==> config.mk <==
export PLATFORM = sky130hd
export DESIGN_NAME = sdram_datapath
export DESIGN_NICKNAME = d
export VERILOG_FILES = /design/src/hdl/sdram_pkg.sv /design/src/hdl/sdram_datapath.sv
export SDC_FILE = /design/constraint.sdc
export NUM_CORES = 1
export LEC_CHECK = 0
export ABC_AREA = 1
export BUFFER_PORTS_ARGS = -buffer_cell sky130_fd_sc_hd__buf_2
export CAP_MARGIN = 25
export CORE_ASPECT_RATIO = 0.7
export CORE_MARGIN = 10
export CORE_UTILIZATION = 40
export CTS_BUF_LIST = sky130_fd_sc_hd__clkbuf_16
export CTS_CLUSTER_DIAMETER = 120
export CTS_CLUSTER_SIZE = 12
export DETAILED_ROUTE_END_ITERATION = 8
export PLACE_DENSITY = 0.81
export SYNTH_ARGS = -nofsm -noshare
export SYNTH_HDL_FRONTEND = slang
export SYNTH_SLANG_ARGS = --single-unit
==> constraint.sdc <==
create_clock -name mem_clk -period 1.8 [get_ports mem_clk]
set_input_delay 0.27 -clock mem_clk [delete_from_list [all_inputs] [get_ports mem_clk]]
set_output_delay 0.27 -clock mem_clk [all_outputs]
set_load 0.05 [all_outputs]
==> src/hdl/sdram_pkg.sv <==
/*
 * Shared definitions for the SDRAM controller
 *   SDRAM command codes, init steps and slot states
 *   Field widths and CPU byte address layout
 *   Init wait lengths and the mode register word
 *   Address-line union with mode and access views
 */

package sdram_pkg;

	localparam int BANK_W     = 2;
	localparam int ROW_W      = 13;
	localparam int COL_W      = 9;
	localparam int DQ_W       = 16;

	// CPU byte address is {bank, row, column, byte select}
	localparam int COL_LSB    = 1;
	localparam int ROW_LSB    = COL_LSB + COL_W;
	localparam int BANK_LSB   = ROW_LSB + ROW_W;
	localparam int CPU_ADDR_W = BANK_LSB + BANK_W;

	localparam int TIMER_W    = 16;

	// Waits after each init command, in mem_clk cycles
	localparam logic [TIMER_W-1:0] T_RP_CYC  = 16'd5;
	localparam logic [TIMER_W-1:0] T_RFC_CYC = 16'd15;
	localparam logic [TIMER_W-1:0] T_MRD_CYC = 16'd2;

	// {cs_n, ras_n, cas_n, we_n}
	typedef enum logic [3:0] {
		CMD_MODE_SET      = 4'b0000,
		CMD_REFRESH       = 4'b0001,
		CMD_PRECHARGE_ALL = 4'b0010,
		CMD_ACTIVATE      = 4'b0011,
		CMD_WRITE         = 4'b0100,
		CMD_READ          = 4'b0101,
		CMD_NOP           = 4'b0111,
		CMD_DESELECT      = 4'b1111
	} sdr_cmd_t;

	typedef enum logic [2:0] {
		SLOT_ACTIVATE, SLOT_NOP1, SLOT_NOP2, SLOT_READ_OR_WRITE,
		SLOT_NOP3, SLOT_NOP4, SLOT_DATA_FETCH, SLOT_END
	} slot_state_t;

	// Each step is named after the command whose wait it covers
	typedef enum logic [2:0] {
		INIT_FIRST_WAIT, INIT_PRECHARGE, INIT_REFRESH1,
		INIT_REFRESH2, INIT_MODE_SET, INIT_READY
	} init_step_t;

	typedef union packed {
		struct packed {
			logic [1:0] bank;
			logic [2:0] reserved;
			logic       write_burst;      // 1 = single location write
			logic [1:0] op_mode;
			logic [2:0] cas_lat;
			logic       addr_type;        // 0 = sequential
			logic [2:0] burst_len;
		} mode;
		struct packed {
			logic [BANK_W-1:0] bank;
			union packed {
				logic [ROW_W-1:0] row;
				struct packed {
					logic [1:0]       rsvd_hi;
					logic             auto_pre;   // A10
					logic             rsvd_lo;
					logic [COL_W-1:0] col;
				} cmd;
			} line;
		} access;
	} sdr_addr_u;

	// CAS latency 2, single write, sequential, burst of one
	localparam sdr_addr_u MODE_WORD = 15'b00_000_1_00_010_0_000;

endpackage

==> src/hdl/sdram_datapath.sv <==
/*
 * SDRAM data path
 *   Write byte on both lanes with bus enable
 *   Read lane select, capture and data strobe
 */

module sdram_datapath (
	input  logic                       mem_clk,
	input  logic                       clk21m,
	input  sdram_pkg::slot_state_t     slot_state,
	input  logic                       req_valid,
	input  logic                       req_write,
	input  logic                       byte_sel,
	input  logic [7:0]                 req_wdata,
	input  logic [sdram_pkg::DQ_W-1:0] dq_in,
	output logic [sdram_pkg::DQ_W-1:0] dq_out,
	output logic                       dq_oe,
	output logic [7:0]                 rdata,
	output logic                       rdata_en,
	output logic                       read_done
);
	import sdram_pkg::*;

	// CAS latency 2 puts read data here
	assign read_done = req_valid & ~req_write & (slot_state == SLOT_DATA_FETCH);

	always_ff @(posedge mem_clk or posedge clk21m) begin
		if (clk21m) begin
			dq_oe    <= 1'b0;
			rdata_en <= 1'b0;
		end
		else begin
			// Bus driven only alongside the write command
			dq_oe    <= req_valid & req_write & (slot_state == SLOT_READ_OR_WRITE);
			rdata_en <= read_done;
		end
	end

	always_ff @(posedge mem_clk) begin
		if (slot_state == SLOT_READ_OR_WRITE) begin
			dq_out <= {req_wdata, req_wdata};    // DQM picks the lane
		end
		if (read_done) begin
			rdata <= byte_sel ? dq_in[DQ_W-1 -: 8] : dq_in[7:0];
		end
	end

endmodule

Word level (Yosys, flattened, before mapping)

Cells that the tools add are included.

Divide/modulo/power cells: 0
Reductions and logical operators: 0
Magnitude comparators: 0
Add/sub/neg operators: 0
Bitwise logic cells: 5
Shift operators: 0
Equality and inequality tests: 2
$mul: 0
Multiplexer cells: 1

Operator list:

| cell                 | count |
|---|---|
| $mux W8              | 1 |
| $and A1 B1 Y1        | 4 |
| $eq A3 B2 Y1 const B | 1 |
| $eq A3 B3 Y1 const B | 1 |
| $not A1 Y1           | 1 |

Flip-flop bits (word level): 26
RAM bits: 0
Memories kept: 0
Output and inout bits: 27
Input bits: 32
ROM bits: 0
Latch bits: 0

Longest topological paths before layout

Depth after elaboration: 3
Gate-level depth with buffers: 3
Gate-level depth less buffers: 3

Least setup slack after synthesis

No wires, ideal clock.

Path kind: input-to-reg
Start: input req_write
End: register rdata[0] (enable)
Setup slack: 0.035 ns
Required time: 1.397 ns
Library setup time: 0.403 ns
Arrival: 1.361 ns
Stages: 3
Buffers on the path: 0
Cell sequence: inv_1 > nand3_1 > nor2_1

Word-level cells in the longest chain between the ends: 3

Ends and longest elaborated chain:

| element                     | line                 | text |
|---|---|---|
| start, declared             | sdram_datapath.sv:12 | `input logic req_write,` |
| $not A1 Y1                  | sdram_datapath.sv:25 | `assign read_done = req_valid & ~req_write & (slot_state == SLOT_DATA_FETCH);` |
| $and A1 B1 Y1 (2 in series) | sdram_datapath.sv:25 |  |
| via read_done               | sdram_datapath.sv:20 | `output logic read_done` |
| end signal, assigned        | sdram_datapath.sv:44 | `rdata <= byte_sel ? dq_in[DQ_W-1 -: 8] : dq_in[7:0];` |
| end, declared               | sdram_datapath.sv:18 | `output logic [7:0] rdata,` |

The timed path passes the listed nets, and every way through them passes these cells.
A chain may end at the register's enable or synchronous reset.

Worst setup path in the final report

Start: input req_write
End: output read_done

Word-level cells in the longest chain between the ends: 3

Ends and longest elaborated chain:

| element                     | line |
|---|---|
| $not A1 Y1                  | sdram_datapath.sv:25 |
| $and A1 B1 Y1 (2 in series) | sdram_datapath.sv:25 |
| end, declared               | sdram_datapath.sv:20 |

Every way passes these cells.

==> summary.md <==
| Metric | Value |
|---|---|
| Power Dens Cells | just under 1000 nW/um^2 |
| Remaining Overflow, GRT | 0 |
| Max Freq | approximately 0.85 GHz |
| Post-route antenna net violation count | 0 |
| Post_cts resized | 0 |
| Fin area | between 1000 and 1500 sq um |
| Worst-case clock buffer depth | 2 |
| Status | finished clean |
| RSZ-0062 raised after global routing | no |
| Final Hold Vio Count | 0 |
| Die Y | 56.1 microns |
| Cell area after placement | approximately 1000 sq um |
| P&R area growth vs syn | 45.8% |
| Die area | roughly 4000 sq um |
| Layout Cells excl Fill | 138 |
| Routed vias/inst | ~4.4 |
| CTS tree | done |
| Most common cell after layout, fill and taps aside | buf_2 |
| Crit path launch type | input pin |
| Ys Warns | 0 |
| Avg Cell Area, Syn | around 12 sq um |
| Crit path kind | input pin to primary output |
| Seq cells post-synth | 18 |
| Pre-antenna DRT Iters | 4 |
| Post-synthesis sequential area ratio | between 70% and 80% |
| Pleak | 0.561 nW |
| Slew @ Worst Pin | ~290 ps |
| Fin nets | 150 |
| Worst path required time | ~1500 ps |
| Cts bufs inserted | 3 |
| Final hold slack | 201 ps |
| Tcrit/Tclk final | about two thirds |
| GRT Overall Usage | a little under a tenth |
| Synth Cell Area | approximately 750 sq um |
| Distinct cells, synth | 9 |
| # H-tree levels | 1 |
| Peak VDD IR | just under 0.9 mV |
| # hold bufs at CTS | 1 |
| Clock-pin transition on the worst setup and hold timing paths | 50 ps |
| Post-CTS setup buffers | 0 |
| Diodes inserted | 0 |
| Synthesized instance count | 62 |
| CP Data Arrival Time | around 900 ps |
| Vias in the first global route | between 600 and 700 |
| FF+latch area | ~530 sq um |
| Worst-path fanout max | 2 |
| Hold_sp | req_wdata[6] |
| Relative slew margins | 80.8% |
| Placed cells | 133 |
| Starting Density | about 45% |
| Min Tclk post-route | about 1200 ps |
| Fillers | 140 |
| Number of DRC violations after detailed-routing iteration 0 | 7 |
| Total Neg Setup Slack | 0 ps |
| Placer Congestion | between 0.6 and 0.7 |
| Row count | 12 |
| Max Cap Violations | 0 |
| Via count | roughly 600 |
| Initial antenna violation count | 0 |
| Critical Path Start | req_write |
| Pin count of the biggest net entering global routing | 17 |
| Die W | around 72 microns |
| Multi-input logic area | around 95 sq um |
| Hpwl dp | 1.65 mm |
| Setup violators final | 0 |
| Final Max Tran Viols | 0 |
| Hold Crit Class | input pin to register |
| Root Buffer | clkbuf_16 |
| IO Port Bufs | between 50 and 60 |
| First-pass GRT wire length | 2.91 mm |
| Drt wl/cell | roughly 14 microns |
| Most frequent cells in the layout | buf_2, edfxtp_1, inv_1 |
| Top-level port count | approximately 60 |
| Power Total | ~0.0011 W |
| Worst setup EP type | primary output |
| DRC violations left | 0 |
| Clk sinks | 18 |
| Core Area | about 1700 sq um |
| Total Wirelength | approximately 1.9 mm |
| Layout cell share with drive strength beyond 1 | between 50 and 60% |
| Post-Syn Nets | 94 |
## cells in the mapped netlist
cell / n / area, sq um
buf_6: 1 / 11.3
o21ai_0: 8 / 40.0
buf_4: 8 / 60.1
edfxtp_1: 16 / 480
dfrtp_1: 2 / 50.1
nor2_1: 2 / 7.51
inv_1: 13 / 48.8
nand3_1: 2 / 10.0
nand2_1: 10 / 37.5
## final cells by class
type | instances | share of cell area (%)
clock buffer | 3 | 6.90
clock inverter | 1 | 0.345
inverter | 13 | 4.49
multi-input combinational | 22 | 8.75
sequential | 18 | 48.8
tap | 21 | 2.42
timing repair buffer | 60 | 28.3
## cells by family (layout without fill, tap and decap cells)
logic type / after synthesis / in the layout / synth area share (%)
AO/OA/AOI/OAI: 8 / 8 / 5.37
AND/OR/NAND/NOR: 14 / 14 / 7.38
buffers and inverters: 22 / 77 / 16.1
flip-flops: 18 / 18 / 71.1
## state kept, by name, indices dropped and copies added, names as in the netlist
register	count
rdata	8
rdata_en	1
dq_out	8
dq_oe	1
## per-stage QoR
step / util, % / setup WS (ps)
4_1_cts: 65.2 / 607
5_1_grt: 65.2 / 572
6_report: 65.2 / 627
2_1_floorplan: - / 35.5
3_3_place_gp: 59.9 / 653
3_5_place_dp: 59.9 / 613
## layer usage
layer	up-vias	wire [microns]	track usage [%]	share of wire [%]
li1	301	-	-	-
met1	255	711	8.44	38
met2	44	770	13.6	41
met3	2	392	9.61	21
met4	0	14	2.47	0.74
met5	-	0	0	0
## report_power, final
part / total [W] / switching (W) / internal [W]
clock network: 0.000432 / 0.000138 / 0.000295
registers: 0.000476 / 0.00000404 / 0.000472
logic: 0.000158 / 0.000111 / 0.0000468
total: 0.00107 / 0.000252 / 0.000813
## critical path, cell delays in order
cell and delay, ps:
buf_2 110, inv_1 40, nand3_1 60, nor2_1 130, buf_2 290
## path summary, 6_finish.rpt
check                                        to  depth (start not counted)  slack, ps
max                                   read_done                          5        630
max in group asynchronous       dq_oe$_DFF_PP0_                          3       1280
min in group asynchronous    rdata_en$_DFF_PP0_                          3        410
min                        dq_out[14]$_DFFE_PN_                          1        200
Power figures use the tool's default switching activity.
