`config.mk`:
```
export PLATFORM = sky130hd
export DESIGN_NAME = sdram_init_seq
export DESIGN_NICKNAME = d
export VERILOG_FILES = /design/src/hdl/sdram_pkg.sv /design/src/hdl/sdram_init_seq.sv
export SDC_FILE = /design/constraint.sdc
export NUM_CORES = 1
export LEC_CHECK = 0
export BUFFER_PORTS_ARGS = -buffer_cell sky130_fd_sc_hd__buf_2
export CORE_MARGIN = 2
export CORE_UTILIZATION = 58
export DETAILED_ROUTE_END_ITERATION = 10
export GPL_ROUTABILITY_DRIVEN = 1
export PLACE_DENSITY_LB_ADDON = 0.15
export SLEW_MARGIN = 20
export SYNTH_ARGS = -nofsm -noshare
export SYNTH_HDL_FRONTEND = slang
export SYNTH_SLANG_ARGS = --single-unit
```
`constraint.sdc`:
```
create_clock -name mem_clk -period 2.3 [get_ports mem_clk]
set_input_delay 0.69 -clock mem_clk [delete_from_list [all_inputs] [get_ports mem_clk]]
set_output_delay 0.69 -clock mem_clk [all_outputs]
set_load 0.005 [all_outputs]
```
`src/hdl/sdram_pkg.sv`:
```
/*
 * Shared definitions for the SDRAM controller
 *   SDRAM command codes, init steps and slot states
 *   Field widths and CPU byte address layout
 *   Init wait lengths and the mode register word
 *   Address-line union with mode and access views
 */

package sdram_pkg;

	localparam int BANK_W     = 2;
	localparam int ROW_W      = 13;
	localparam int COL_W      = 9;
	localparam int DQ_W       = 16;

	// CPU byte address is {bank, row, column, byte select}
	localparam int COL_LSB    = 1;
	localparam int ROW_LSB    = COL_LSB + COL_W;
	localparam int BANK_LSB   = ROW_LSB + ROW_W;
	localparam int CPU_ADDR_W = BANK_LSB + BANK_W;

	localparam int TIMER_W    = 16;

	// Waits after each init command, in mem_clk cycles
	localparam logic [TIMER_W-1:0] T_RP_CYC  = 16'd5;
	localparam logic [TIMER_W-1:0] T_RFC_CYC = 16'd15;
	localparam logic [TIMER_W-1:0] T_MRD_CYC = 16'd2;

	// {cs_n, ras_n, cas_n, we_n}
	typedef enum logic [3:0] {
		CMD_MODE_SET      = 4'b0000,
		CMD_REFRESH       = 4'b0001,
		CMD_PRECHARGE_ALL = 4'b0010,
		CMD_ACTIVATE      = 4'b0011,
		CMD_WRITE         = 4'b0100,
		CMD_READ          = 4'b0101,
		CMD_NOP           = 4'b0111,
		CMD_DESELECT      = 4'b1111
	} sdr_cmd_t;

	typedef enum logic [2:0] {
		SLOT_ACTIVATE, SLOT_NOP1, SLOT_NOP2, SLOT_READ_OR_WRITE,
		SLOT_NOP3, SLOT_NOP4, SLOT_DATA_FETCH, SLOT_END
	} slot_state_t;

	// Each step is named after the command whose wait it covers
	typedef enum logic [2:0] {
		INIT_FIRST_WAIT, INIT_PRECHARGE, INIT_REFRESH1,
		INIT_REFRESH2, INIT_MODE_SET, INIT_READY
	} init_step_t;

	typedef union packed {
		struct packed {
			logic [1:0] bank;
			logic [2:0] reserved;
			logic       write_burst;      // 1 = single location write
			logic [1:0] op_mode;
			logic [2:0] cas_lat;
			logic       addr_type;        // 0 = sequential
			logic [2:0] burst_len;
		} mode;
		struct packed {
			logic [BANK_W-1:0] bank;
			union packed {
				logic [ROW_W-1:0] row;
				struct packed {
					logic [1:0]       rsvd_hi;
					logic             auto_pre;   // A10
					logic             rsvd_lo;
					logic [COL_W-1:0] col;
				} cmd;
			} line;
		} access;
	} sdr_addr_u;

	// CAS latency 2, single write, sequential, burst of one
	localparam sdr_addr_u MODE_WORD = 15'b00_000_1_00_010_0_000;

endpackage

```
`src/hdl/sdram_init_seq.sv`:
```
/*
 * Power-up sequencer
 *   Long first wait, precharge all, two refreshes, mode set
 *   Main countdown timer loaded on each send step
 */

module sdram_init_seq #(
	parameter logic [sdram_pkg::TIMER_W-1:0] INIT_WAIT_CYC = 16'd42960
) (
	input  logic                  mem_clk,
	input  logic                  clk21m,
	output sdram_pkg::init_step_t init_step,
	output logic                  ready,
	output logic                  timer_zero
);
	import sdram_pkg::*;

	logic [TIMER_W-1:0] timer;

	assign timer_zero = (timer == '0);

	// ----------------------------------------------------------------------
	// Step order and countdown
	// ----------------------------------------------------------------------
	always_ff @(posedge mem_clk or posedge clk21m) begin
		if (clk21m) begin
			init_step <= INIT_FIRST_WAIT;
			timer     <= INIT_WAIT_CYC;
		end
		else if (!timer_zero) begin
			timer <= timer - 1'b1;
		end
		else begin
			// Send step, the matching command leaves cmd_gen now
			case (init_step)
				INIT_FIRST_WAIT: begin
					init_step <= INIT_PRECHARGE;
					timer     <= T_RP_CYC;
				end
				INIT_PRECHARGE: begin
					init_step <= INIT_REFRESH1;
					timer     <= T_RFC_CYC;
				end
				INIT_REFRESH1: begin
					init_step <= INIT_REFRESH2;
					timer     <= T_RFC_CYC;
				end
				INIT_REFRESH2: begin
					init_step <= INIT_MODE_SET;
					timer     <= T_MRD_CYC;
				end
				INIT_MODE_SET: begin
					init_step <= INIT_READY;
				end
				default: begin
					init_step <= INIT_READY;    // Stays here until reset
				end
			endcase
		end
	end

	// ----------------------------------------------------------------------
	// Ready flag
	// ----------------------------------------------------------------------
	// One cycle behind the final step, held until reset
	always_ff @(posedge mem_clk or posedge clk21m) begin
		if (clk21m) begin
			ready <= 1'b0;
		end
		else if (init_step == INIT_READY) begin
			ready <= 1'b1;
		end
	end

endmodule

```
# Word-level counts from Yosys, hierarchy flattened

Cells that the tools add are included.

Multiplexer cells: 3
Reductions and logical operators: 3
Add/sub/neg operators: 1
Eq/ne operators: 5

Operator list:

| operator                                                                | count |
|---|---|
| 16-bit case mux with 3 select lines                                     | 1 |
| 16-bit logical NOT                                                      | 1 |
| 16-bit 2-to-1 mux                                                       | 1 |
| 16-bit by 1-bit subtractor with 16-bit output, second input constant    | 1 |
| 3-bit case mux with 4 select lines                                      | 1 |
| 3-bit by 2-bit equality test with 1-bit output, second input constant   | 2 |
| 4-bit by 2-bit inequality test with 1-bit output, second input constant | 1 |
| 3-bit by 1-bit equality test with 1-bit output, second input constant   | 1 |
| 3-bit equality test, second input constant                              | 1 |
| 3-bit logical NOT                                                       | 1 |
| 2-bit OR reduction                                                      | 1 |

Input bits: 2
Logic and storage cells: 15
Output and inout port bits: 5
Bits in registers: 20

# Longest topological paths before layout

Depth in word-level cells: 4
Depth in mapped cells: 7
Gate-level depth less buffers: 6

# Worst setup path before layout

No wires, ideal clock.

Path kind: reg2out
Start: reg timer[11]
End: out timer_zero
Buffers on the path: 0
Slack: 192 ps
Required time: 1610 ps
Arrival: 1418 ps
Stages on the path, launching flop included: 5
Path through: dfrtp_1 or2_2 or3_1 nor4_1 and4_2

Cells in the longest elaborated chain, start to end: 1

RTL lines:

| what                     | RTL line             | RTL |
|---|---|---|
| start: declaration       | sdram_init_seq.sv:18 | `logic [TIMER_W-1:0] timer;` |
| start signal: assignment | sdram_init_seq.sv:31 | `timer <= timer - 1'b1;` |
| 16-bit logical NOT       | sdram_init_seq.sv:20 | `assign timer_zero = (timer == '0);` |
| end: declaration         | sdram_init_seq.sv:14 | `output logic timer_zero` |

Every way passes these cells.

# Final worst setup path

Start: reg timer[10]
End: out timer_zero

The elaborated chain is that of the path after synthesis.

==> run summary <==
Gpl congestion: 0.763
FILL cells: 170
RR Endpoint: timer[2]
Top cell type by total area after synthesis: dfrtp_1
First-pass GRT wire length: 3730 um
Syn Area/Cell: 10.9 um^2
DRC: 0
Worst path max stage delay: 390 ps
Warning count from the yosys run: 0
Root Buffer: clkbuf_4
Post-route clock period utilization: 107%
Worst reg-to-reg setup slack: 300 ps
Post-synth top area share: 26.0%
Initial DRC count: 25
Largest fanout on the critical path: 3
Hold_buf cts: 0
Final worst slack: -152 ps
Setup TNS Final: -152 ps
Status: complete, but fails checks
Max rail drop VDD: 324 uV
WHS: 491 ps
Ports: 7
Rows: 16
Core ar.: 0.00192 mm^2
Fin crit period: 2450 ps
Final hold viol count: 0
Layout cell share with drive strength beyond 1: 35.0%
Layout overhead on the synthesized area: 10.7%
H-tree levels: 1
RSZ-0062 raised after global routing: yes
Max-Cap Viols: 0
Initial antenna violation count: 0
Most frequent cells in the layout: dfrtp_1 (12), dfstp_2 (8), nor4_1 (7), nor2_1 (6), xor2_1 (6)
Post-Syn Area: 0.00115 mm^2
Vias in the first global route: 829
NumNets Final: 122
Crit-path cells: or2_4 -> or3_4 -> nor4_2 -> and4_2 -> buf_6
Startpoint Class: register
ANT nets after route: 0
Synth area leaders: dfrtp_1 (26%), dfstp_2 (18%), xor2_1 (4.6%), nor4_1 (4.3%), nor4_4 (3.7%)
HP Class: input pin to async pin
Clock tree buffer depth: 2
Post-Syn Nets: 110
Pwr dens: 442 mW/mm^2
Dpl cells: 139
Die width: 48.6 um
Failing checks: setup timing
Worst slew margin: 49.2%
Endpoints failing setup: 1
CTS tree: built
Cell Count, Final, Fillers Out: 144
CP required: 1610 ps
Commonest non-fill, non-tap cell in the layout: dfrtp_1
HPWL Detailed: 1560 um
IO Port Bufs: 6
GRT Util Overall: 20.3%
Clk_lat worst skew: 310 ps
Crit path max-delay cell type: dfstp_2
Max-slew violation count: 0
Routed vias/inst: 5.75
Die span in y: 48.6 um
Synth Flop Type: dfrtp_1
Register area share after synthesis: 44.2%
Critical path class: register to output pin
CTS clk-pin slew, worst paths: 110 ps
Die ar.: 0.00236 mm^2
Least-Margin Pin Slew: 761 ps
CP delay by family, top: simple AND/OR/NAND/NOR gates
Cells on worst reg2reg path: 6
Drt wl/cell: 14.8 um
Post-synth EDFFs: 0
# diodes: 0
Max Fclk: 0.408 GHz
TritonCTS sink count: 20
Largest net degree at the start of global routing: 21
Worst R2R Start: timer[0]
Crit path buf inv count: 1
Clock skew: 8.69 ps
Gr ovfl total: 0
Lkg Pwr: 0.598 nW
Initial core utilization: 60.1%
Worst Path Arrival: 1760 ps
Num CTS Buffers: 3
Crit. End Element: output pin
WL final: 2130 um
First-pass iteration count of the detailed router: 4
Post-synth ARST share: 100%
Synth cell types: 46
Yosys reg bits: 20
DR vias: 828
Post-Syn Instances: 106
[cell families (layout without fill, tap and decap cells)]
kind of cell | Yosys count | after routing | synth area share, %
and+or+nand+nor | 45 | 45 | 27.3
DFF | 20 | 20 | 44.2
AOI/OAI and AO/OA | 17 | 17 | 11.3
xor gates and xnor gates | 9 | 9 | 6.83
buffers and inverters | 9 | 20 | 4.55
muxes | 4 | 4 | 3.68
adders and majority gates | 2 | 2 | 2.17
[layout make-up]
type | instances | area [um^2] | area share [%]
timing repair buffer | 11 | 73.8 | 5.77
inverter | 5 | 18.8 | 1.47
tap | 27 | 33.8 | 2.64
multi-input combinational | 77 | 606 | 47.4
sequential | 20 | 510 | 39.9
clock buffer | 4 | 36.3 | 2.84
[layer usage]
metal / track usage, % / routed length, um
met5: 0 / 0
met4: 8.57 / 43
met3: 3.09 / 45
met2: 32.2 / 989
met1: 27.7 / 1050
[sequential cells by signal, summed over array words and instances, names as in the netlist]
register   flops
ready          1
timer         16
init_step      3
[Yosys cell counts (all sizes together) (2+ instances only)]
cell type  count
xor2           6
and4           2
ha             2
a21oi          4
xnor2          3
o21ai          2
nand2          7
nor2           6
mux2i          2
nand3          3
nor4          10
buf            3
nor3           4
or3            2
dfstp          8
dfrtp         12
o211ai         2
mux2           2
inv            5
[worst reg2reg max path, stage by stage, from the launching register on]
cell and delay [ps]:
dfrtp_1 460, inv_1 110, ha_1 170, nor3b_1 190
buf_4 170, and4_1 410, mux2_2 380
[what timing repair did]
action	4_1_cts	5_1_grt
pin swaps	3	2
setup buffers	1	0
cloned	0	0
setup endpoints to repair	1	1
gates resized for setup	3	1
[report_power, final]
part           switching (W)  internal [W]
Sequential                 0      0.000352
Combinational     0.00000677   0.000000682
Clock               0.000109     0.0000968
[worst max-delay path by stage]
stage,startpoint,end,depth (start not counted)
2_1_floorplan,timer[11],timer_zero,4
3_3_place_gp,timer[10],timer_zero,5
3_5_place_dp,timer[10],timer_zero,5
4_1_cts,timer[10],timer_zero,5
5_1_grt,timer[11],timer_zero,5
6_report,timer[10],timer_zero,5
[per-stage QoR]
stage	cell area [um^2]	total power [W]	setup WS, ps	util, %
6_report	1280	0.000566	-152	66.5
5_1_grt	1280	0.000585	-215	66.5
4_1_cts	1270	0.000573	-226	66.2
3_5_place_dp	1210	0.000366	74.5	63.2
3_3_place_gp	1210	0.000366	132	63.2
2_1_floorplan	1150	0.000364	192	-
No activity file was read; power rests on OpenSTA's default activity.
