$ cat src/hdl/sdram_pkg.sv
/*
 * Shared definitions for the SDRAM controller
 *   SDRAM command codes, init steps and slot states
 *   Field widths and CPU byte address layout
 *   Init wait lengths and the mode register word
 *   Address-line union with mode and access views
 */

package sdram_pkg;

	localparam int BANK_W     = 2;
	localparam int ROW_W      = 13;
	localparam int COL_W      = 9;
	localparam int DQ_W       = 16;

	// CPU byte address is {bank, row, column, byte select}
	localparam int COL_LSB    = 1;
	localparam int ROW_LSB    = COL_LSB + COL_W;
	localparam int BANK_LSB   = ROW_LSB + ROW_W;
	localparam int CPU_ADDR_W = BANK_LSB + BANK_W;

	localparam int TIMER_W    = 16;

	// Waits after each init command, in mem_clk cycles
	localparam logic [TIMER_W-1:0] T_RP_CYC  = 16'd5;
	localparam logic [TIMER_W-1:0] T_RFC_CYC = 16'd15;
	localparam logic [TIMER_W-1:0] T_MRD_CYC = 16'd2;

	// {cs_n, ras_n, cas_n, we_n}
	typedef enum logic [3:0] {
		CMD_MODE_SET      = 4'b0000,
		CMD_REFRESH       = 4'b0001,
		CMD_PRECHARGE_ALL = 4'b0010,
		CMD_ACTIVATE      = 4'b0011,
		CMD_WRITE         = 4'b0100,
		CMD_READ          = 4'b0101,
		CMD_NOP           = 4'b0111,
		CMD_DESELECT      = 4'b1111
	} sdr_cmd_t;

	typedef enum logic [2:0] {
		SLOT_ACTIVATE, SLOT_NOP1, SLOT_NOP2, SLOT_READ_OR_WRITE,
		SLOT_NOP3, SLOT_NOP4, SLOT_DATA_FETCH, SLOT_END
	} slot_state_t;

	// Each step is named after the command whose wait it covers
	typedef enum logic [2:0] {
		INIT_FIRST_WAIT, INIT_PRECHARGE, INIT_REFRESH1,
		INIT_REFRESH2, INIT_MODE_SET, INIT_READY
	} init_step_t;

	typedef union packed {
		struct packed {
			logic [1:0] bank;
			logic [2:0] reserved;
			logic       write_burst;      // 1 = single location write
			logic [1:0] op_mode;
			logic [2:0] cas_lat;
			logic       addr_type;        // 0 = sequential
			logic [2:0] burst_len;
		} mode;
		struct packed {
			logic [BANK_W-1:0] bank;
			union packed {
				logic [ROW_W-1:0] row;
				struct packed {
					logic [1:0]       rsvd_hi;
					logic             auto_pre;   // A10
					logic             rsvd_lo;
					logic [COL_W-1:0] col;
				} cmd;
			} line;
		} access;
	} sdr_addr_u;

	// CAS latency 2, single write, sequential, burst of one
	localparam sdr_addr_u MODE_WORD = 15'b00_000_1_00_010_0_000;

endpackage

$ cat src/hdl/sdram_cmd_gen.sv
/*
 * SDRAM command generator
 *   Init commands per step, mode word on the address lines
 *   Slot commands: activate then read or write, or refresh
 *   Registered command, bank/address word and DQ masks
 */

module sdram_cmd_gen (
	input  logic                             mem_clk,
	input  logic                             clk21m,
	input  sdram_pkg::init_step_t            init_step,
	input  logic                             timer_zero,
	input  sdram_pkg::slot_state_t           slot_state,
	input  logic                             slot_run,
	input  logic                             do_refresh,
	input  logic                             req_valid,
	input  logic                             req_write,
	input  logic [sdram_pkg::CPU_ADDR_W-1:0] req_addr,
	output sdram_pkg::sdr_cmd_t              cmd,
	output sdram_pkg::sdr_addr_u             sdr_addr,
	output logic                             dqm_upper,
	output logic                             dqm_lower
);
	import sdram_pkg::*;

	sdr_cmd_t  cmd_nxt;
	sdr_addr_u addr_nxt;
	logic      dqm_upper_nxt;
	logic      dqm_lower_nxt;

	// ----------------------------------------------------------------------
	// Next command
	// ----------------------------------------------------------------------
	always_comb begin
		cmd_nxt       = CMD_NOP;
		addr_nxt      = sdr_addr;
		dqm_upper_nxt = 1'b1;
		dqm_lower_nxt = 1'b1;

		if (init_step != INIT_READY) begin
			if (timer_zero) begin
				case (init_step)
					INIT_FIRST_WAIT: begin
						cmd_nxt = CMD_PRECHARGE_ALL;
						addr_nxt = '0;
						addr_nxt.access.line.cmd.auto_pre = 1'b1;    // All banks
					end
					INIT_PRECHARGE, INIT_REFRESH1: begin
						cmd_nxt = CMD_REFRESH;
					end
					INIT_REFRESH2: begin
						cmd_nxt  = CMD_MODE_SET;
						addr_nxt = MODE_WORD;
					end
					default: begin
						cmd_nxt = CMD_NOP;
					end
				endcase
			end
			else if (init_step == INIT_FIRST_WAIT) begin
				cmd_nxt = CMD_DESELECT;    // Power-up wait
			end
		end
		else if (slot_run) begin
			case (slot_state)
				SLOT_ACTIVATE: begin
					if (do_refresh) begin
						cmd_nxt = CMD_REFRESH;
					end
					else if (req_valid) begin
						cmd_nxt = CMD_ACTIVATE;
						addr_nxt.access.bank     = req_addr[BANK_LSB +: BANK_W];
						addr_nxt.access.line.row = req_addr[ROW_LSB +: ROW_W];
					end
				end
				SLOT_READ_OR_WRITE: begin
					// Only a CPU slot carries a request here
					if (req_valid) begin
						addr_nxt.access.bank              = req_addr[BANK_LSB +: BANK_W];
						addr_nxt.access.line.cmd          = '0;
						addr_nxt.access.line.cmd.auto_pre = 1'b1;
						addr_nxt.access.line.cmd.col      = req_addr[COL_LSB +: COL_W];
						if (req_write) begin
							cmd_nxt       = CMD_WRITE;
							dqm_upper_nxt = ~req_addr[0];    // Odd byte on upper lane
							dqm_lower_nxt =  req_addr[0];
						end
						else begin
							cmd_nxt       = CMD_READ;
							dqm_upper_nxt = 1'b0;
							dqm_lower_nxt = 1'b0;
						end
					end
				end
				default: begin
					cmd_nxt = CMD_NOP;
				end
			endcase
		end
	end

	// ----------------------------------------------------------------------
	// Pin registers
	// ----------------------------------------------------------------------
	always_ff @(posedge mem_clk or posedge clk21m) begin
		if (clk21m) begin
			cmd       <= CMD_DESELECT;
			dqm_upper <= 1'b1;
			dqm_lower <= 1'b1;
		end
		else begin
			cmd       <= cmd_nxt;
			dqm_upper <= dqm_upper_nxt;
			dqm_lower <= dqm_lower_nxt;
		end
	end

	always_ff @(posedge mem_clk) begin
		sdr_addr <= addr_nxt;
	end

endmodule

$ cat config.mk
export PLATFORM = sky130hd
export DESIGN_NAME = sdram_cmd_gen
export DESIGN_NICKNAME = d
export VERILOG_FILES = /design/src/hdl/sdram_pkg.sv /design/src/hdl/sdram_cmd_gen.sv
export SDC_FILE = /design/constraint.sdc
export NUM_CORES = 1
export LEC_CHECK = 0
export BUFFER_PORTS_ARGS = -buffer_cell sky130_fd_sc_hd__buf_2
export CAP_MARGIN = 20
export CORE_UTILIZATION = 38
export CTS_BUF_LIST = sky130_fd_sc_hd__clkbuf_16
export CTS_CLUSTER_DIAMETER = 80
export DETAILED_ROUTE_END_ITERATION = 6
export GPL_TIMING_DRIVEN = 0
export PLACE_DENSITY = 0.8
export SYNTH_ARGS = -nofsm -noshare
export SYNTH_HDL_FRONTEND = slang
export SYNTH_SLANG_ARGS = --single-unit
$ cat constraint.sdc
create_clock -name mem_clk -period 0.8 [get_ports mem_clk]
set_input_delay 0.2 -clock mem_clk [delete_from_list [all_inputs] [get_ports mem_clk]]
set_output_delay 0.2 -clock mem_clk [all_outputs]
set_load 0.01 [all_outputs]
### Word level (Yosys, flattened, before mapping)

Index checks and enable logic that the tools add are counted.

| operators by class | value |
|---|---|
| eq/ne operators | 10 |
| multiplexer cells | 28 |
| bitwise logic cells | 1 |
| reductions and logical operators | 6 |

Operators by type and width:

| operator | count |
|---|---|
| $mux 15 | 6 |
| $pmux 15 s2 | 2 |
| $mux 4 | 4 |
| $ne 3x3->1 const B | 4 |
| $mux 1 | 11 |
| $eq 3x2->1 const B | 3 |
| $pmux 3 s3 | 1 |
| $pmux 4 s2 | 1 |
| $reduce_and 7->1 | 1 |
| $logic_not 3->1 | 2 |
| $mux 3 | 2 |
| $eq 3x1->1 const B | 1 |
| $ne 3x1->1 const B | 1 |
| $reduce_bool 3->1 | 1 |
| $mux 2 | 1 |
| $ne 2x2->1 const B | 1 |
| $reduce_bool 2->1 | 1 |
| $reduce_or 2->1 | 1 |
| $not 1->1 | 1 |

| storage, ports and cells | value |
|---|---|
| register bits | 21 |
| input bits | 38 |
| output and inout bits | 21 |
| logic and storage cells | 49 |

### Depth between registers and ports, before layout

| logic depth | value |
|---|---|
| depth after elaboration | 6 |
| gate-level depth with buffers | 5 |

### Worst setup path after synthesis

OpenSTA, ideal clock, no wires.

| timing path | value |
|---|---|
| path type | input to register |
| start | input port init_step[0] |
| end | register sdr_addr[0] (netlist name) (enable) |
| setup time | 0.389 ns |
| data arrival time | 1.412 ns |
| required time | 0.411 ns |
| setup slack | -1.001 ns |
| stages | 5 |
| cells stage by stage | buf_4 -> and3b_1 -> buf_6 -> nand3_4 -> o21ai_1 |

| between the ends | value |
|---|---|
| word-level cells in the longest chain between the ends | 3 |
| elaborated cells on any way between the ends | 11 |
| those cells by class | eq/ne (7); reduce/logical (4) |

RTL lines:

| item | line | text |
|---|---|---|
| start: declaration | sdram_cmd_gen.sv:11 | `input sdram_pkg::init_step_t init_step,` |
| $ne 3x3->1, or another cell as far along | sdram_cmd_gen.sv:40 | `if (init_step != INIT_READY) begin` |
| $ne 3x1->1 (no line), or another cell as far along | n/a |  |
| $reduce_and 7->1 (no line) (*) | n/a |  |
| end signal: assignment | sdram_cmd_gen.sv:119 | `sdr_addr <= addr_nxt;` |
| end: declaration | sdram_cmd_gen.sv:20 | `output sdram_pkg::sdr_addr_u sdr_addr,` |

Mark *: on every way between the ends. The rest lies on a longest branch, timed or not.
A chain may end at the register's enable or synchronous reset.

### Worst setup path in the final report

| timing path | value |
|---|---|
| start | input port slot_state[2] |
| end | register sdr_addr[5] (netlist name) (enable) |

| between the ends | value |
|---|---|
| word-level cells in the longest chain between the ends | 3 |
| elaborated cells on any way between the ends | 7 |
| those cells by class | eq/ne (4); reduce/logical (3) |

RTL lines:

| item | line | text |
|---|---|---|
| start: declaration | sdram_cmd_gen.sv:13 | `input sdram_pkg::slot_state_t slot_state,` |
| $eq 3x2->1 or $logic_not 3->1 (tied branches) | sdram_cmd_gen.sv:65 | `case (slot_state)` |
| $ne 3x3->1 (no line) or $reduce_bool 3->1 (tied branches) | n/a |  |
| $reduce_and 7->1 (no line) (*) | n/a |  |

Marks and branches as above.

==> results.py <==
metrics = {
    "outcome": {
        "status": "complete, but fails checks",
        "violations": "setup timing",
    },
    "cells_and_area": {
        "areaGrowthSynthToFinish_pct": 70.02,
        "num_antenna_cells": 0,
        "final_nets": 203,
        "drive_above_1_share": 0.7073,
        "final_common_cell": "buf_2",
        "final_cell_mix": "buf_2, buf_6, edfxtp_1",
        "fin_util": 0.6949,
    },
    "yosys": {
        "netlist_top_cells_area": "edfxtp_1, dfstp_2, nand2_1",
        "ys_seq_area_frac": 0.5898,
        "synth_top_area_share": 0.4369,
        "ys_warn_count": 0,
        "yosys.area.top_type": "edfxtp_1",
        "synth_edf_count": 15,
        "ys_seq_elements": 21,
        "netlist_area_mm2": 0.001031,
        "syn_avg_cell_area_um2": 11.33,
        "ys_types": 31,
        "async_reset_ff_frac": 0.2857,
        "synth_nets": 129,
        "ys_dominant_reg_cell": "edfxtp_1",
        "synthCells": 91,
    },
    "floorplan": {
        "die_area_mm2": 0.002925,
        "io_pins": 59,
        "core_area_mm2": 0.002522,
        "row_count": 18,
        "die_y_um": 54.09,
        "initial_utilization": 0.4087,
        "die_x_um": 54.09,
    },
    "grt": {
        "grt_pass1_vias": 958,
        "grt_start_max_net_pins": 12,
        "grt_overflow_total": 0,
        "grt_pass1_wl_um": 4436,
        "grt_usage": 0.2220,
        "antenna_found_initial": 0,
    },
    "sta": {
        "setup_slack_ns": -0.3127,
        "relSlewSlack": 0.7883,
        "max_freq_ghz": 0.8988,
        "period_minus_slack_ns": 1.113,
        "final_hold_viol_count": 0,
        "setup_violations": 56,
        "finalCritPeriodShare": 1.391,
        "slew_violations": 0,
        "worst_slew_pin_slew_ns": 0.3166,
        "rsz0062_at_grt": "true",
        "finalSetupTns_ns": -11.41,
    },
    "clocking": {
        "cts.path.max_buffers": 2,
        "cts-htree-levels": 1,
        "clk_pin_slew_ns": 0.05,
        "root_buffer": "clkbuf_16",
        "cts_tree": "yes",
        "numCtsBuffers": 3,
        "clock_sinks": 21,
        "ctsHoldBuffers": 0,
    },
    "placed_design": {
        "dpl.hpwl_um": 1792,
        "dpl_worst_slack_ns": -0.8420,
        "io_buffers": 57,
        "place_congestion": 0.7556,
    },
    "critical_path": {
        "worst_ep_arrival_time_ns": 1.08,
        "crit_type": "in2reg",
        "cp-end-kind": "flip-flop",
        "required_ns": 0.77,
        "slowest_stage": "and3b_2",
        "cpPeakStageDelay_ns": 0.25,
        "crit_path_cell_trace": "buf_8 > and3b_2 > buf_6 > nor2_4 > o21ai_4 > buf_6",
        "startpoint_type": "input port",
        "cp_max_fo": 6,
        "cp_common_cell": "buf_6",
    },
    "detailed_routing": {
        "vias_per_cell": 5.041,
        "first_iter_violations": 14,
        "wirelength_um": 3136,
        "ant_nets": 0,
        "dr_total_vias": 978,
        "drc_errors": 0,
        "routedWlPerCell_um": 16.16,
        "first_pass_iters": 4,
    },
    "power_and_ir_drop": {
        "pwr-share-seq": 0.448,
        "power_mw": 2.799,
        "power_frac_clock": 0.366,
        "powerDensity_mw_per_mm2": 1597,
        "ir_drop_v": 0.001253,
        "intPower_mw": 2.169,
        "netSwitchingFraction": 0.2249,
        "p_comb_frac": 0.186,
        "leakage_nw": 0.7320,
        "p_sw_uw": 629.5,
    },
    "flow_run": {
        "cap_violations": 0,
    },
    "worst_hold_path": {
        "hold_class": "in2async",
    },
}
## synthesized netlist by cell type (2+ instances only)
| library cell | count |
|---|---|
| nor4_1 | 2 |
| inv_1 | 2 |
| edfxtp_1 | 15 |
| and3_2 | 2 |
| a21oi_1 | 12 |
| and2b_2 | 2 |
| o21ai_0 | 3 |
| nand2_1 | 18 |
| and2_2 | 2 |
| buf_4 | 3 |
| dfstp_2 | 6 |
| nand3_1 | 2 |
| and3b_1 | 2 |
| a211o_1 | 2 |
| nor2_1 | 2 |
## power by group through the flow
| stage | Sequential, mW | Clock, mW | Combinational [mW] |
|---|---|---|---|
| 6_report | 1.25 | 1.02 | 0.519 |
| 5_1_grt | 1.26 | 1.10 | 0.555 |
| 4_1_cts | 1.26 | 1.03 | 0.475 |
| 3_5_place_dp | 1.27 | 0 | 0.370 |
| 3_3_place_gp | 1.27 | 0 | 0.359 |
| 2_1_floorplan | 1.31 | 0 | 0.146 |
## sequential cells by signal (all words and copies together), names as in the netlist
signal and count:
dqm_lower 1, cmd 4, sdr_addr 15, dqm_upper 1
## worst max path at each step
stage | startpoint | endpoint | slack (ns) | cells past startpoint
6_report | slot_state[2] | sdr_addr[5]$_DFFE_PP_ | -0.31 | 6
5_1_grt | slot_state[2] | sdr_addr[9]$_DFFE_PP_ | -0.33 | 6
4_1_cts | init_step[1] | sdr_addr[10]$_DFFE_PP_ | -0.28 | 6
3_5_place_dp | slot_state[2] | sdr_addr[14]$_SDFFCE_PP0P_ | -0.84 | 5
3_3_place_gp | slot_state[2] | sdr_addr[2]$_SDFFCE_PP0P_ | -0.80 | 5
2_1_floorplan | init_step[0] | sdr_addr[0]$_SDFFCE_PP0P_ | -0.52 | 5
## area by class of cell
type	instances	area, um2
Tap cell	30	37.54
Fill cell	200	769.5
Inverter	2	7.507
Clock inverter	1	3.754
Buffer	3	42.54
Timing Repair Buffer	70	485.5
Sequential cell	21	608.1
Clock buffer	3	75.07
Multi-Input combinational cell	64	493.0
## layer usage
| metal | up-vias | routed length [um] | GRT usage |
|---|---|---|---|
| met5 | - | 0 | 0 |
| met4 | 0 | 23 | 0.05128 |
| met3 | 2 | 143 | 0.02542 |
| met2 | 40 | 1763 | 0.4177 |
| met1 | 460 | 1205 | 0.2663 |
| li1 | 476 | - | - |
## critical path: cells and delay by family
family,cells,cell delay (ns)
AO/OA/AOI/OAI,1,0.20
AND/OR/NAND/NOR,2,0.29
buffers and inverters,3,0.39
## per-stage QoR
stage                     area [um2]  hold slack (ns)  cells
final                           1753           0.1003    194
after global routing            1753           0.1028    194
after CTS                       1704          0.08965    194
after detailed placement        1386           0.3529    178
after global placement          1386           0.3295    178
after floorplan                 1064           0.1990     91
## timing repair
| item | in CTS | in global routing |
|---|---|---|
| pin swaps | 14 | 7 |
| buffers inserted | 10 | 2 |
| hold endpoints to repair | 0 | 0 |
| cloned | 2 | 1 |
| setup endpoints to repair | 55 | 56 |
| gates resized for setup | 40 | 19 |
## cells by family (layout without fill, tap and decap cells)
group,Yosys count,in the layout,share of synthesized area
buffers and inverters,6,79,0.04005
flip-flops,21,21,0.5898
AND/OR/NAND/NOR,42,42,0.2439
AO/OA/AOI/OAI,21,21,0.1177
XOR/XNOR,1,1,0.008497
Power figures use the tool's default switching activity.
